==> config.mk <==
export PLATFORM = sky130hd
export DESIGN_NAME = giant_fifo
export DESIGN_NICKNAME = d
export VERILOG_FILES = /design/src/common/zbt_fifo_pkg.sv /design/src/verilog/short_fifo.sv /design/src/zbt_fifo/zbt_sequencer.sv /design/src/zbt_fifo/zbt_bus_pipe.sv /design/src/verilog/giant_fifo.sv
export SDC_FILE = /design/constraint.sdc
export NUM_CORES = 1
export LEC_CHECK = 0
export BUFFER_PORTS_ARGS = -buffer_cell sky130_fd_sc_hd__buf_2
export CAP_MARGIN = 10
export CORE_MARGIN = 2
export CORE_UTILIZATION = 56
export DETAILED_ROUTE_END_ITERATION = 12
export GPL_ROUTABILITY_DRIVEN = 0
export PLACE_DENSITY = 0.73
export SYNTH_ARGS = -nofsm -noshare
export SYNTH_HDL_FRONTEND = slang
export SYNTH_HIERARCHICAL = 1
export SYNTH_SLANG_ARGS = --single-unit
==> constraint.sdc <==
create_clock -name clk -period 4.17 [get_ports clk]
set_input_delay 0.6255 -clock clk [delete_from_list [all_inputs] [get_ports clk]]
set_output_delay 0.6255 -clock clk [all_outputs]
set_load 0.02 [all_outputs]
==> src/common/zbt_fifo_pkg.sv <==
package zbt_fifo_pkg;

   // One FIFO word and one RAM bus half
   localparam int WORD_W = 36;
   localparam int HALF_W = 18;

   // Widest word pointer any RAM_ADDR_W can need
   localparam int PTR_MAX_W = 18;

   typedef logic [HALF_W-1:0] half_t;

   // Upper half goes to the even RAM address
   typedef struct packed {
      half_t upper;
      half_t lower;
   } word_halves_t;

   // A word seen whole at the ports, or as two halves on the RAM side
   typedef union packed {
      logic [WORD_W-1:0] whole;
      word_halves_t      halves;
   } fifo_word_u;

   typedef enum logic [1:0] {
      RAM_IDLE  = 2'd0,
      RAM_WRITE = 2'd1,
      RAM_READ  = 2'd2
   } ram_op_e;

   // One command per cycle from the sequencer to the bus pipe
   // phase is 0 for the upper half, 1 for the lower half
   typedef struct packed {
      ram_op_e              op;
      logic                 phase;
      logic [PTR_MAX_W-1:0] ptr;
   } ram_cmd_t;

endpackage

==> src/verilog/short_fifo.sv <==
module short_fifo
   import zbt_fifo_pkg::*;
(
   input  logic       clk,
   input  logic       rst,
   input  logic       clear,
   input  fifo_word_u data_in,
   input  logic       write,
   output logic       full,
   output fifo_word_u data_out,
   input  logic       read,
   output logic       empty,
   output logic [4:0] occupied,
   output logic [4:0] space
);

   localparam int DEPTH = 16;
   localparam int IDX_W = 4;

   fifo_word_u       mem [DEPTH];
   logic [IDX_W-1:0] wr_idx;
   logic [IDX_W-1:0] rd_idx;
   logic [IDX_W:0]   count;
   logic             do_write;
   logic             do_read;

   // Strobes against a full or empty FIFO are dropped
   assign do_write = write & ~full;
   assign do_read  = read & ~empty;

   assign full     = (count == 5'(DEPTH));
   assign empty    = (count == '0);
   assign occupied = count;
   assign space    = 5'(DEPTH) - count;

   // Head of the FIFO is always visible
   assign data_out = mem[rd_idx];

   always_ff @(posedge clk)
   begin
      if (do_write)
         mem[wr_idx] <= data_in;
   end

   always_ff @(posedge clk)
   begin
      if (rst || clear)
      begin
         wr_idx <= '0;
         rd_idx <= '0;
         count  <= '0;
      end
      else
      begin
         if (do_write)
            wr_idx <= wr_idx + 1'b1;
         if (do_read)
            rd_idx <= rd_idx + 1'b1;
         case ({do_write, do_read})
            2'b10:   count <= count + 1'b1;
            2'b01:   count <= count - 1'b1;
            default: count <= count;
         endcase
      end
   end

endmodule

==> src/zbt_fifo/zbt_sequencer.sv <==
module zbt_sequencer
   import zbt_fifo_pkg::*;
#(
   parameter int RAM_ADDR_W = 19
)
(
   input  logic       clk,
   input  logic       rst,
   input  logic       clear,
   input  logic       in_empty,
   input  logic [4:0] in_occupied,
   input  logic       out_full,
   input  logic [4:0] out_space,
   output logic       in_pop,
   output ram_cmd_t   cmd
);

   // Word pointers leave out the half-select bit
   localparam int PTR_W     = RAM_ADDR_W - 1;
   localparam int RAM_WORDS = 2 ** PTR_W;

   typedef enum logic [2:0] {
      ST_IDLE,
      ST_WR_UPPER,
      ST_WR_LOWER,
      ST_RD_UPPER,
      ST_RD_LOWER
   } state_e;

   state_e                state;
   state_e                state_next;
   logic [PTR_W-1:0]      wr_ptr;
   logic [PTR_W-1:0]      rd_ptr;
   logic [RAM_ADDR_W-1:0] word_count;
   logic                  ram_full;
   logic                  ram_empty;
   logic [3:0]            rd_hist;
   logic [4:0]            rd_pending;
   logic                  wr_state;
   logic                  rd_state;
   logic                  can_write;
   logic                  can_write_chain;
   logic                  can_read;

   assign ram_full  = (word_count == RAM_ADDR_W'(RAM_WORDS));
   assign ram_empty = (word_count == '0);

   // Read words not yet counted in out_space
   // A word shows up there five cycles after its lower-half state
   always_comb
   begin
      rd_pending = 5'(state == ST_RD_LOWER);
      for (int i = 0; i < 4; i++)
      begin
         rd_pending = rd_pending + 5'(rd_hist[i]);
      end
   end

   assign can_read  = ~ram_empty & ~out_full & (out_space > rd_pending);
   assign can_write = ~ram_full & ~in_empty;

   // The pop of the current word is still in flight in WR_LOWER
   assign can_write_chain = can_write & (in_occupied >= 5'd2);

   always_comb
   begin
      state_next = state;
      case (state)
         ST_IDLE:
         begin
            if (can_read)
               state_next = ST_RD_UPPER;
            else if (can_write)
               state_next = ST_WR_UPPER;
         end
         ST_WR_UPPER:
            state_next = ST_WR_LOWER;
         ST_RD_UPPER:
            state_next = ST_RD_LOWER;
         ST_WR_LOWER,
         ST_RD_LOWER:
         begin
            if (can_read)
               state_next = ST_RD_UPPER;
            else if (can_write_chain)
               state_next = ST_WR_UPPER;
            else
               state_next = ST_IDLE;
         end
         default:
            state_next = ST_IDLE;
      endcase
   end

   always_ff @(posedge clk)
   begin
      if (rst || clear)
      begin
         state      <= ST_IDLE;
         wr_ptr     <= '0;
         rd_ptr     <= '0;
         word_count <= '0;
         rd_hist    <= '0;
      end
      else
      begin
         state   <= state_next;
         rd_hist <= {rd_hist[2:0], state == ST_RD_LOWER};
         // Count moves on the upper half so the lower state sees it
         if (state == ST_WR_UPPER)
            word_count <= word_count + 1'b1;
         else if (state == ST_RD_UPPER)
            word_count <= word_count - 1'b1;
         if (state == ST_WR_LOWER)
            wr_ptr <= wr_ptr + 1'b1;
         if (state == ST_RD_LOWER)
            rd_ptr <= rd_ptr + 1'b1;
      end
   end

   assign wr_state = (state == ST_WR_UPPER) || (state == ST_WR_LOWER);
   assign rd_state = (state == ST_RD_UPPER) || (state == ST_RD_LOWER);
   assign in_pop   = (state == ST_WR_LOWER);

   always_comb
   begin
      cmd = '0;
      if (wr_state)
         cmd.op = RAM_WRITE;
      else if (rd_state)
         cmd.op = RAM_READ;
      else
         cmd.op = RAM_IDLE;
      cmd.phase = (state == ST_WR_LOWER) || (state == ST_RD_LOWER);
      cmd.ptr[PTR_W-1:0] = wr_state ? wr_ptr : rd_ptr;
   end

endmodule

==> src/zbt_fifo/zbt_bus_pipe.sv <==
module zbt_bus_pipe
   import zbt_fifo_pkg::*;
#(
   parameter int RAM_ADDR_W = 19
)
(
   input  logic                  clk,
   input  logic                  rst,
   input  logic                  clear,
   input  ram_cmd_t              cmd,
   input  fifo_word_u            wr_word,
   output logic [RAM_ADDR_W-1:0] ram_addr,
   output logic                  ram_we_n,
   output half_t                 ram_dout,
   output logic                  ram_oe,
   input  half_t                 ram_din,
   output fifo_word_u            out_word,
   output logic                  out_push
);

   // Per-cycle command flags, delayed to the RAM data phase
   typedef struct packed {
      logic wr;
      logic rd;
      logic lower;
   } stage_t;

   stage_t cmd_flags;
   stage_t st_d1;
   stage_t st_d2;
   stage_t st_d3;
   half_t  wr_half_d1;
   half_t  wr_half_d2;

   always_comb
   begin
      cmd_flags.wr    = (cmd.op == RAM_WRITE);
      cmd_flags.rd    = (cmd.op == RAM_READ);
      cmd_flags.lower = cmd.phase;
   end

   // Address cycle is one after the command, data two after that
   always_ff @(posedge clk)
   begin
      ram_addr   <= {cmd.ptr[RAM_ADDR_W-2:0], cmd.phase};
      wr_half_d1 <= cmd.phase ? wr_word.halves.lower : wr_word.halves.upper;
      wr_half_d2 <= wr_half_d1;
      ram_dout   <= wr_half_d2;
   end

   always_ff @(posedge clk)
   begin
      if (rst || clear)
      begin
         ram_we_n <= 1'b1;
         st_d1    <= '0;
         st_d2    <= '0;
         st_d3    <= '0;
         out_push <= 1'b0;
      end
      else
      begin
         ram_we_n <= ~cmd_flags.wr;
         st_d1    <= cmd_flags;
         st_d2    <= st_d1;
         st_d3    <= st_d2;
         // Word is complete once the lower half is in
         out_push <= st_d3.rd & st_d3.lower;
      end
   end

   assign ram_oe = st_d3.wr;

   // Read data is valid in the same stage the write data would be driven
   always_ff @(posedge clk)
   begin
      if (st_d3.rd)
      begin
         if (st_d3.lower)
            out_word.halves.lower <= ram_din;
         else
            out_word.halves.upper <= ram_din;
      end
   end

endmodule

==> src/verilog/giant_fifo.sv <==
module giant_fifo
   import zbt_fifo_pkg::*;
#(
   parameter int RAM_ADDR_W = 19
)
(
   input  logic                  clk,
   input  logic                  rst,
   input  logic                  clear,
   input  fifo_word_u            data_in,
   input  logic                  write,
   output logic                  full,
   output fifo_word_u            data_out,
   input  logic                  read,
   output logic                  empty,
   output logic [RAM_ADDR_W-1:0] ram_addr,
   output logic                  ram_we_n,
   output half_t                 ram_dout,
   output logic                  ram_oe,
   input  half_t                 ram_din
);

   fifo_word_u in_word;
   logic       in_empty;
   logic [4:0] in_occupied;
   logic       in_pop;
   fifo_word_u out_word;
   logic       out_push;
   logic       out_full;
   logic [4:0] out_space;
   ram_cmd_t   cmd;

   // Writer side staging
   short_fifo u_in_fifo (
      .clk      (clk),
      .rst      (rst),
      .clear    (clear),
      .data_in  (data_in),
      .write    (write),
      .full     (full),
      .data_out (in_word),
      .read     (in_pop),
      .empty    (in_empty),
      .occupied (in_occupied),
      .space    ()
   );

   zbt_sequencer #(.RAM_ADDR_W(RAM_ADDR_W)) u_sequencer (
      .clk         (clk),
      .rst         (rst),
      .clear       (clear),
      .in_empty    (in_empty),
      .in_occupied (in_occupied),
      .out_full    (out_full),
      .out_space   (out_space),
      .in_pop      (in_pop),
      .cmd         (cmd)
   );

   zbt_bus_pipe #(.RAM_ADDR_W(RAM_ADDR_W)) u_bus_pipe (
      .clk      (clk),
      .rst      (rst),
      .clear    (clear),
      .cmd      (cmd),
      .wr_word  (in_word),
      .ram_addr (ram_addr),
      .ram_we_n (ram_we_n),
      .ram_dout (ram_dout),
      .ram_oe   (ram_oe),
      .ram_din  (ram_din),
      .out_word (out_word),
      .out_push (out_push)
   );

   // Reader side, first-word-fall-through
   short_fifo u_out_fifo (
      .clk      (clk),
      .rst      (rst),
      .clear    (clear),
      .data_in  (out_word),
      .write    (out_push),
      .full     (out_full),
      .data_out (data_out),
      .read     (read),
      .empty    (empty),
      .occupied (),
      .space    (out_space)
   );

endmodule

Yosys cells after proc, flatten, opt, wreduce, memory -nomap -nowiden. Memory sizes are Yosys's and may differ from the RTL's. A register that Yosys moved wholly into a read port is not among the register bits. Index checks and enable logic that the tools add are counted.

Bits in registers: 208. Latch bits: 0. Bits in writable memories: 1152. ROM bits: 0. Input port bits: 59. Output and inout port bits: 77. Word-level logic and storage cells: 115. Memories: 2.

$add $sub $neg: 17. $mul: 0. Div/mod/pow operators: 0. Order comparisons: 2. Equal/unequal tests: 14. Shift operators: 0. Mux-type cells: 21. Bitwise operators: 17. Reduce and logical (&&, ||, !) cells: 14.

Memory list: u_in_fifo.mem (words 16, width 36, rd ports 1, clocked after memory_dff 1, wr ports 1, RTL line short_fifo.sv:20) `fifo_word_u mem [DEPTH];`; u_out_fifo.mem (words 16, width 36, rd ports 1, clocked after memory_dff 1, wr ports 1, RTL line short_fifo.sv:20).

Operators by type and width (count): $mux 19 (2); $add 18x1->18 const B (2); $mux 18 (2); $pmux 5 s2 (2); $add 19x1->19 const B (1); $eq 19x19->1 const B (1); $logic_not 19->1 (1); $sub 19x1->19 const B (1); $add 4x1->4 const B (4); $mux 4 (4); $add 5x1->5 (3); $pmux 3 s4 (1); $add 5x1->5 const B (2); $eq 5x5->1 const B (2); $logic_not 5->1 (2); $sub 5x1->5 const B (2); $and 1x1->1 (9); $mux 3 (3); $not 1->1 (8); $eq 2x1->1 const B (3); $eq 2x2->1 const B (3); $eq 3x2->1 const B (2); $reduce_bool 2->1 (3); $ge 5x2->1 const B (1); 12 further kinds (21).

Depth between registers and ports, before layout. Gate-level depths: netlist of the first run.

Depth after elaboration: 9. Gate-level depth with buffers: 17. Depth with buffers taken out: 14.

Cells and area by module. The synthesis of the first run kept the hierarchy.

By module, submodules not included: short_fifo (instances 2, cells each 924, area each 22574.2 µm², seq. area each 17636.9 µm²); zbt_sequencer (instances 1, cells each 448, area each 3698.5 µm², seq. area each 1241.2 µm²); zbt_bus_pipe (instances 1, cells each 155, area each 3141.8 µm², seq. area each 2762.6 µm²).

Worst setup path after synthesis of the first run. OpenSTA, ideal clock, no wires.

Path kind: reg2reg. Start: register u_in_fifo.count[1] (netlist: u_in_fifo/occupied[1]). End: memory u_in_fifo/mem[3][0] in the netlist's numbering, enable pin. Setup time: 0.474 ns. Arrival: 4.251 ns. Required time: 3.696 ns. Path slack: -0.555 ns. Stages on the path, launching flop included: 10. Path buffers: 2. Clock period less this slack: 4.725 ns. Path through: dfxtp_1 -> clkbuf_1 -> inv_1 -> ha_1 -> nor3b_1 -> ha_1 -> nor2b_1 -> clkbuf_1 -> nand2_1 -> nor3_1.

Longest elaborated chain between the ends: 5.

RTL lines: start: declaration (RTL line short_fifo.sv:23) `logic [IDX_W:0] count;`; start signal: assignment (RTL line short_fifo.sv:60) `2'b10: count <= count + 1'b1;`; start signal: assignment (RTL line short_fifo.sv:61) `2'b01: count <= count - 1'b1;`; start signal: assignment (RTL line short_fifo.sv:62) `default: count <= count;`; $eq 5x5->1 (RTL line short_fifo.sv:31) `assign full = (count == 5'(DEPTH));`; net full (RTL line giant_fifo.sv:12) `output logic full,`; $not 1->1 (RTL line short_fifo.sv:28) `assign do_write = write & ~full;`; $and 1x1->1 (RTL line short_fifo.sv:28); $mux 1 (RTL line short_fifo.sv:41) `if (do_write)`; $mux 1 (implied by the code) (RTL line short_fifo.sv:42) `mem[wr_idx] <= data_in;`; end: declaration (RTL line short_fifo.sv:20).

The timed path passes the listed nets, and every way through them passes these cells.

==> flow_metrics.tcl, run 1 <==
set metrics [dict create \
    syn-cell-area_um2 51960 \
    first_pass_iters 5 \
    clk_path_buf_depth 3 \
    skew_ns 0.03528 \
    status "finished clean" \
    post-place-ws_ns 0.5629 \
    crit_slowest_cell "mux4_2" \
    place_area_um2 54580 \
    fp.coreArea_um2 91800 \
    yosys_warnings 6 \
    tightest_slew_ns 1.106 \
    critPathRequiredTime_ns 3.54 \
    avgSynthCellArea_um2 21.23 \
    crit_top_cell "mux4_2" \
    rows 111 \
    drv_cap 0 \
    port_buffers 135 \
    rsz0062_at_grt "false" \
    power_mw 28.53 \
    fin_crit_ns 3.717 \
    p_comb_share_pct 5.5 \
    synth_nets 2552 \
    p_seq_share_pct 52.7 \
    antenna_found_initial 17 \
    max_stage_delay_ns 0.58 \
    htree_levels 4 \
    intPower_mw 22.37 \
    ir_worst_vdd_v 0.0004179 \
    path_clk_slew_ns 0.06 \
    fmax_mhz 269.0 \
    cts.sinks 1368 \
    path_cells "buf_12, mux4_2, mux4_2, buf_2" \
    critPathArrivalTime_ns 3.09 \
    drv_slew 0 \
    cts-root-buf "clkbuf_16" \
    ant_nets 0 \
    nets 2770 \
    dieArea_um2 95240 \
    die_h_um 308.6 \
    syn_to_final_growth_pct 13.57 \
    startpoint_type "register" \
    vias_per_cell 6.171 \
    p_clk_share_pct 41.8 \
    dr_total_vias 24870 \
    p_per_area_nw_per_um2 483.5 \
    tritoncts "done" \
    hold_class "input port to register" \
    hold_depth 1 \
    crit_fanout 58 \
    finalSetupViolCount 0 \
    clock_latency_ns 0.75 \
    drt_wl_total_um 111500 \
    setup_ws_ns 0.4532 \
    fin_area_um2 59010 \
    period_share_pct 89.13 \
    syn_inst 2447 \
    grt_pass1_vias 25920 \
    ctsHoldBuffers 0 \
    layout-drive-gt1-share_pct 30.05 \
    drc 0 \
    crit_type "register to primary output" \
    first_iter_violations 2691 \
    hpwl_um 58800 \
    track_usage_pct 23.94 \
    start_util_pct 56.60 \
    critPathCaptureType "primary output" \
    post-cts-setup-buffers 0 \
    pin_count 136 \
    grt_max_degree 70 \
    hold_violations 0 \
    wl_per_cell_um 27.67 \
    p_sw_share_pct 21.59 \
    power.leakage_nw 18.56 \
    die_x_um 308.6 \
    reg2reg_depth 11 \
    cts_buffers 138 \
    p_sw_mw 6.160 \
    slew_headroom_pct 26.28 \
    final.setup.tns_ns 0 \
    grt_overflow_total 0 \
    grt_first_pass_wirelength_um 165200 \
    cts_resized 0 \
]
worst paths after layout:
kind	start	to	slack, ns
max reg2reg	u_sequencer/state[2]	u_sequencer/word_count[15]	0.47
min reg2reg	u_bus_pipe/wr_half_d1[12]	u_bus_pipe/wr_half_d2[12]	0.32
max	register	data_out[25]	0.45
min	ram_din[2]	u_bus_pipe/out_word[20]	0.07
power by group through the flow:
stage	Combinational, mW	Sequential, mW	Clock (mW)
floorplan	1.08	15.3	0
global placement	1.47	15.3	0
detailed placement	1.54	15.3	0
CTS	1.56	15.0	12.1
global route	1.73	15.0	12.6
finish	1.58	15.0	11.9
layout by cell type (no fill, tap or decap), types with 21 or more instances in the layout:
cell type,count
xnor2_1,21
edfxtp_1,1188
mux2_2,27
clkbuf_16,142
nor2_1,85
buf_4,38
buf_12,22
nand3_1,25
clkbuf_1,42
a21oi_1,45
nor2_4,24
xor2_1,41
buf_2,135
mux4_2,360
inv_1,25
dfxtp_1,172
ha_1,44
nand2_1,76
cell type report:
class                      instances  area, µm²
sequential                      1368      39300
fill                            5898      32790
multi-input combinational        935      12220
clock buffer                     200       3925
tap                             1243       1555
timing repair buffer             195       1401
clock inverter                    54      491.7
inverter                          27      101.3
antenna                            8      20.02
worst max-delay path, delay by kind of cell, from the launching register on:
family	cells	cell delay (ns)
buffers and inverters	2	0.64
flip-flops	1	0.57
multiplexers	2	1.11
sequential cells by signal (all words and copies together), names as in the netlist, 4 cells and up, named ones only:
signal	flops
u_bus_pipe/wr_half_d1	18
u_in_fifo/mem	576
u_out_fifo/wr_idx	4
u_bus_pipe/wr_half_d2	18
u_bus_pipe/ram_addr	19
u_in_fifo/occupied	5
u_sequencer/word_count	19
u_bus_pipe/ram_dout	18
u_bus_pipe/out_word	36
u_out_fifo/mem	576
u_out_fifo/occupied	5
u_sequencer/rd_ptr	18
u_out_fifo/rd_idx	4
u_sequencer/wr_ptr	18
u_in_fifo/rd_idx	4
u_in_fifo/wr_idx	4
u_sequencer/rd_hist	4
stage by stage:
stage / cells / utilization [%] / hold slack, ns
6_report: 4030 / 64.28 / 0.06554
2_1_floorplan: 2447 / - / 0.3096
5_1_grt: 4025 / 64.27 / 0.04263
3_3_place_gp: 3768 / 59.45 / 0.3114
3_5_place_dp: 3768 / 59.45 / 0.3121
4_1_cts: 4022 / 64.26 / 0.02614
per-layer routing:
metal / global-route usage, % / vias to the layer above / wire, µm
met2: 41.23 / 1065 / 58370
li1: - / 10490 / -
met4: 8.746 / 18 / 3292
met3: 4.960 / 222 / 8382
met1: 30.31 / 13070 / 41370
met5: 0 / - / 103
No activity file was read; power rests on OpenSTA's default activity.
==> inputs of run 2 (changes only) <==
==> constraint.sdc (replaced) <==
create_clock -name clk -period 4.17 [get_ports clk]
set_input_delay 0.6255 -clock clk [delete_from_list [all_inputs] [get_ports clk]]
set_output_delay 0.6255 -clock clk [all_outputs]
set_load 0.01 [all_outputs]
==> run 2 against run 1 <==
- die area unchanged
- global-route usage about the same
- via count down 0.67%
- clock skew down 0.017 ns
- clock power about the same
- sequential share of layout area up 0.071 points
- combinational power about the same
- flip-flop and latch count unchanged
- wire length down 0.55%
- sequential power about the same
==> flow_metrics.tcl, run 2 (synthesized netlist as in run 1, its figures left out) <==
set metrics [dict create \
    status "finished clean" \
    p_per_area_nw_per_um2 480.7 \
    finish.utilization_pct 64.21 \
    clk_path_buf_depth 3 \
    drv_cap 0 \
    grt_overflow_total 0 \
    hold_depth 1 \
    syn_to_final_growth_pct 13.45 \
    dr_total_vias 24700 \
    vias_per_cell 6.131 \
    wl_per_cell_um 27.53 \
    top_regs "u_in_fifo/mem (576), u_out_fifo/mem (576), u_bus_pipe/out_word (36)" \
    cts.sinks 1368 \
    post-cts-setup-buffers 0 \
    dieArea_um2 95240 \
    cts_resized 0 \
    start_util_pct 56.60 \
    fin_crit_ns 3.792 \
    crit_type "register to register" \
    grt_max_degree 51 \
    startpoint_type "register" \
    critPathRequiredTime_ns 4.79 \
    critPathArrivalTime_ns 4.41 \
    tritoncts "done" \
    port_buffers 135 \
    rsz0062_at_grt "false" \
    ir_worst_vdd_v 0.0004622 \
    path_clk_slew_ns 0.07 \
    first_iter_violations 2353 \
    p_seq_share_pct 53.0 \
    drt_wl_total_um 110900 \
    intPower_mw 22.18 \
    clock_latency_ns 0.75 \
    layout_commonest_cell "edfxtp_1" \
    ctsHoldBuffers 0 \
    cts_buffers 136 \
    dp_cells 3772 \
    post-place-ws_ns 0.5534 \
    r2r-start "u_sequencer/state[2]" \
    finalSetupViolCount 0 \
    tightest_slew_ns 1.161 \
    power.leakage_nw 18.57 \
    hold_start "ram_din[4]" \
    p_sw_mw 6.161 \
    hold_violations 0 \
    drv_slew 0 \
    layout-drive-gt1-share_pct 30.53 \
    r2r_setup_slack_ns 0.38 \
    power_mw 28.34 \
    ant_nets 0 \
    final.setup.tns_ns 0 \
    skew_ns 0.01846 \
    track_usage_pct 23.93 \
    hold_class "input port to register" \
    p_clk_share_pct 41.5 \
    final_cell_mix "edfxtp_1 (1188), mux4_2 (360), dfxtp_1 (172)" \
    first_pass_iters 7 \
    reg2reg_depth 11 \
    grt_pass1_vias 25840 \
    drc 0 \
    p_sw_share_pct 21.74 \
    crit_fanout 20 \
    htree_levels 4 \
    hpwl_um 59630 \
    cts-root-buf "clkbuf_16" \
    pin_count 136 \
    min_to "u_bus_pipe/out_word[22]" \
    setup_ws_ns 0.3776 \
    die_x_um 308.6 \
    p_comb_share_pct 5.5 \
    critPathCaptureType "register" \
    worst_r2r_endpoint "u_sequencer/word_count[15]" \
    fmax_mhz 263.7 \
    nets 2772 \
    fp.coreArea_um2 91800 \
    grt_first_pass_wirelength_um 165700 \
    slew_headroom_pct 22.62 \
    antenna_found_initial 9 \
    rows 111 \
    finalNonFillerCells 4029 \
    period_share_pct 90.95 \
    die_h_um 308.6 \
]
==> run 2: cell count changes in the layout (fill, tap and decap cells not counted), moves of 3 or more <==
cell and change:
inv_6 +4, buf_4 +4, clkbuf_1 -11, diode_2 -3, clkinv_2 +10, clkbuf_16 -5
==> run 2: power by group through the flow <==
| stage | registers [mW] | logic, mW | clock network (mW) |
|---|---|---|---|
| after floorplan | 15.3 | 1.08 | 0 |
| after global placement | 15.3 | 1.44 | 0 |
| after detailed placement | 15.3 | 1.52 | 0 |
| after CTS | 15.0 | 1.53 | 12.0 |
| after global routing | 15.0 | 1.69 | 12.5 |
| final | 15.0 | 1.55 | 11.8 |
==> run 2: metal layers <==
metal  vias to the layer above  part of all wire (%)  track usage (%)
li1                      10480                     -                -
met1                     13000                    38            31.52
met2                      1000                    52            40.50
met3                       214                   7.2            4.748
met4                         8                   2.6            7.862
met5                         -                 0.041                0
==> run 2: worst max-delay path by stage <==
stage                                      from                          to  cells after the start
final                      u_sequencer/state[2]  u_sequencer/word_count[15]                     11
after global routing       u_sequencer/state[2]  u_sequencer/word_count[15]                     11
after CTS                              register                 data_out[2]                      4
after detailed placement   u_sequencer/state[2]  u_sequencer/word_count[15]                     11
after global placement     u_sequencer/state[2]  u_sequencer/word_count[18]                     11
after floorplan           u_in_fifo/occupied[1]         u_in_fifo/mem[7][0]                      9
==> run 2: worst max-delay path, cell delays in order, from the launching register on <==
cell	delay, ns
dfxtp_1	0.47
nand2b_1	0.41
nor2_1	0.14
inv_1	0.57
ha_1	0.42
o21ai_0	0.20
a21oi_1	0.11
a21boi_0	0.38
o21ai_0	0.28
a221oi_1	0.42
or3_1	0.18
nand3_1	0.08
==> run 2: metrics by stage <==
stage	hold WS, ns	instance area [µm²]
floorplan	0.3096	52000
global placement	0.3096	54610
detailed placement	0.3121	54610
CTS	0.04019	58940
global route	0.04777	58940
finish	0.07785	58950
==> run 2: area by class of cell <==
type | instances | area, µm²
Multi-Input combinational cell | 935 | 12220
Sequential cell | 1368 | 39300
Clock buffer | 184 | 3759
Fill cell | 5891 | 32850
Antenna cell | 5 | 12.51
Tap cell | 1243 | 1555
Timing Repair Buffer | 199 | 1431
Inverter | 27 | 101.3
Clock inverter | 68 | 573.1
==> inputs of run 3 (changes only) <==
--- a/config.mk
+++ b/config.mk
@@ -9,8 +9,8 @@
 export CAP_MARGIN = 10
 export CORE_MARGIN = 2
-export CORE_UTILIZATION = 56
+export CORE_UTILIZATION = 62
 export DETAILED_ROUTE_END_ITERATION = 12
 export GPL_ROUTABILITY_DRIVEN = 0
-export PLACE_DENSITY = 0.73
+export PLACE_DENSITY = 0.76
 export SYNTH_ARGS = -nofsm -noshare
 export SYNTH_HDL_FRONTEND = slang
==> constraint.sdc (replaced) <==
create_clock -name clk -period 3.7 [get_ports clk]
set_input_delay 0.185 -clock clk [delete_from_list [all_inputs] [get_ports clk]]
set_output_delay 0.185 -clock clk [all_outputs]
set_load 0.01 [all_outputs]
==> run 3 against run 2 <==
- via count grew 2.9%
- die area is 9.6% lower
- wire length rose by 3.3%
- count of clock-buffer cells in the layout down 4
- clock power up 11%
- sequential share of layout area shrank 0.42 points
- cell count decreased by 2.9%
- final area is 0.64% higher
- register-to-register slack worse by 0.09 ns
- flip-flop and latch count unchanged
- utilization is 7.0 points higher
- worst setup slack worse by 0.086 ns
==> flow_metrics.tcl, run 3 (synthesized netlist as in run 1, its figures left out) <==
set metrics [dict create \
    nets 2835 \
    multi_input_area_um2 12220 \
    critPathCaptureType "register" \
    cts_buffers 133 \
    dr_total_vias 25430 \
    reg2reg_depth 10 \
    dp_cells 3618 \
    r2r-start "u_sequencer/state[0]" \
    antenna_found_initial 2 \
    startpoint_type "register" \
    vias_per_cell 6.496 \
    port_buffers 135 \
    hold_class "input port to register" \
    grt_max_degree 63 \
    ir_worst_vdd_v 0.0004557 \
    path_clk_slew_ns 0.06 \
    clock_latency_ns 0.74 \
    skew_ns 0.02610 \
    period_share_pct 92.13 \
    grt_overflow_total 0 \
    ant_nets 0 \
    crit_fanout 13 \
    die_h_um 293.5 \
    post-cts-setup-buffers 0 \
    crit_type "register to register" \
    startpoint "u_sequencer/state[0]" \
    htree_levels 4 \
    hpwl_um 60800 \
    final_cell_mix "edfxtp_1 (1188), mux4_2 (360), dfxtp_1 (172)" \
    hold_depth 5 \
    drc 0 \
    rows 106 \
    pin_count 136 \
    tritoncts "done" \
    finalSetupViolCount 0 \
    fin_crit_ns 3.409 \
    place_area_um2 54530 \
    fmax_mhz 293.4 \
    start_util_pct 62.38 \
    status "finished clean" \
    final.setup.tns_ns 0 \
    grt_pass1_vias 26740 \
    finalNonFillerCells 3914 \
    top_regs "u_in_fifo/mem (576), u_out_fifo/mem (576), u_bus_pipe/out_word (36)" \
    p_per_area_nw_per_um2 537.3 \
    rsz0062_at_grt "false" \
    cts.sinks 1368 \
    dieArea_um2 86140 \
    wl_per_cell_um 29.26 \
    hold_violations 0 \
    fillCellCount 4752 \
    layout_commonest_cell "edfxtp_1" \
    seqCellArea_um2 39300 \
    hold_start "write" \
    fin_area_um2 59330 \
    critPathRequiredTime_ns 4.29 \
    slew_headroom_pct 33.04 \
    track_usage_pct 27.37 \
    critPathArrivalTime_ns 4.00 \
    drv_slew 0 \
    first_pass_iters 6 \
    grt_first_pass_wirelength_um 171100 \
    clk_path_buf_depth 3 \
    tightest_slew_ns 1.004 \
    fp.coreArea_um2 83290 \
    die_x_um 293.5 \
    drt_wl_total_um 114500 \
    cts-root-buf "clkbuf_16" \
    first_iter_violations 2427 \
    whs_ns 0.04137 \
    drv_cap 0 \
    power_mw 31.88 \
    power.leakage_nw 18.80 \
    syn_to_final_growth_pct 14.18 \
    layout-drive-gt1-share_pct 29.76 \
]
==> run 3: changes by cell type in the layout (fill, tap and decap cells not counted), moves of 3 or more <==
cell           previous run  this run
clkbuf_8                 15         9
clkinv_1                 19        16
buf_4                    42        46
diode_2                   5         1
dlygate4sd3_1             0        57
clkbuf_1                 31        36
clkinv_2                 22        16
buf_12                   22        27
==> run 3: repair_timing <==
item	4_1_cts	5_1_grt
setup endpoints to repair	0	1
gates resized for setup	0	1
hold endpoints to repair	624	0
hold buffers	57	0
==> run 3: worst max-delay path, cell delays in order, from the launching register on <==
cell	delay (ns)
dfxtp_1	0.49
nand2b_1	0.12
nor2_1	0.23
inv_1	0.29
ha_1	0.47
and2_1	0.20
nand3_1	0.11
a21oi_1	0.31
o211ai_1	0.21
a2111o_1	0.48
o311ai_0	0.35
==> run 3: per-layer routing <==
layer	vias to the layer above	routed length (µm)	global-route usage, %
li1	10590	-	-
met2	1198	61100	47.90
met1	13410	41780	35.12
met4	4	3800	9.955
met5	-	21	0
met3	228	7823	4.251
==> run 3: cell type report <==
cell class	count	area share, %
clock buffer	180	6.131
clock inverter	58	0.9806
sequential	1368	66.24
timing repair buffer	265	3.594
tap	1080	2.278
multi-input combinational	935	20.60
antenna	1	0.004218
inverter	27	0.1708
==> run 3: worst paths after layout <==
check                                to  slack (ns)
max          u_sequencer/word_count[14]        0.29
min                 u_in_fifo/wr_idx[1]        0.04
max reg2reg  u_sequencer/word_count[14]        0.29
min reg2reg   u_bus_pipe/wr_half_d2[17]        0.32
==> run 3: where the power goes <==
part	total, mW	switching [mW]	internal, mW
clock	13.1	5.70	7.40
combinational	1.84	1.12	0.726
sequential	16.9	0.103	16.8
==> run 3: through the flow <==
stage | worst slack (ns) | util, %
after floorplan | 0.03824 | -
after global placement | 0.5986 | 65.48
after detailed placement | 0.3669 | 65.48
after CTS | 0.3253 | 71.23
after global routing | 0.009462 | 71.23
final | 0.2912 | 71.23
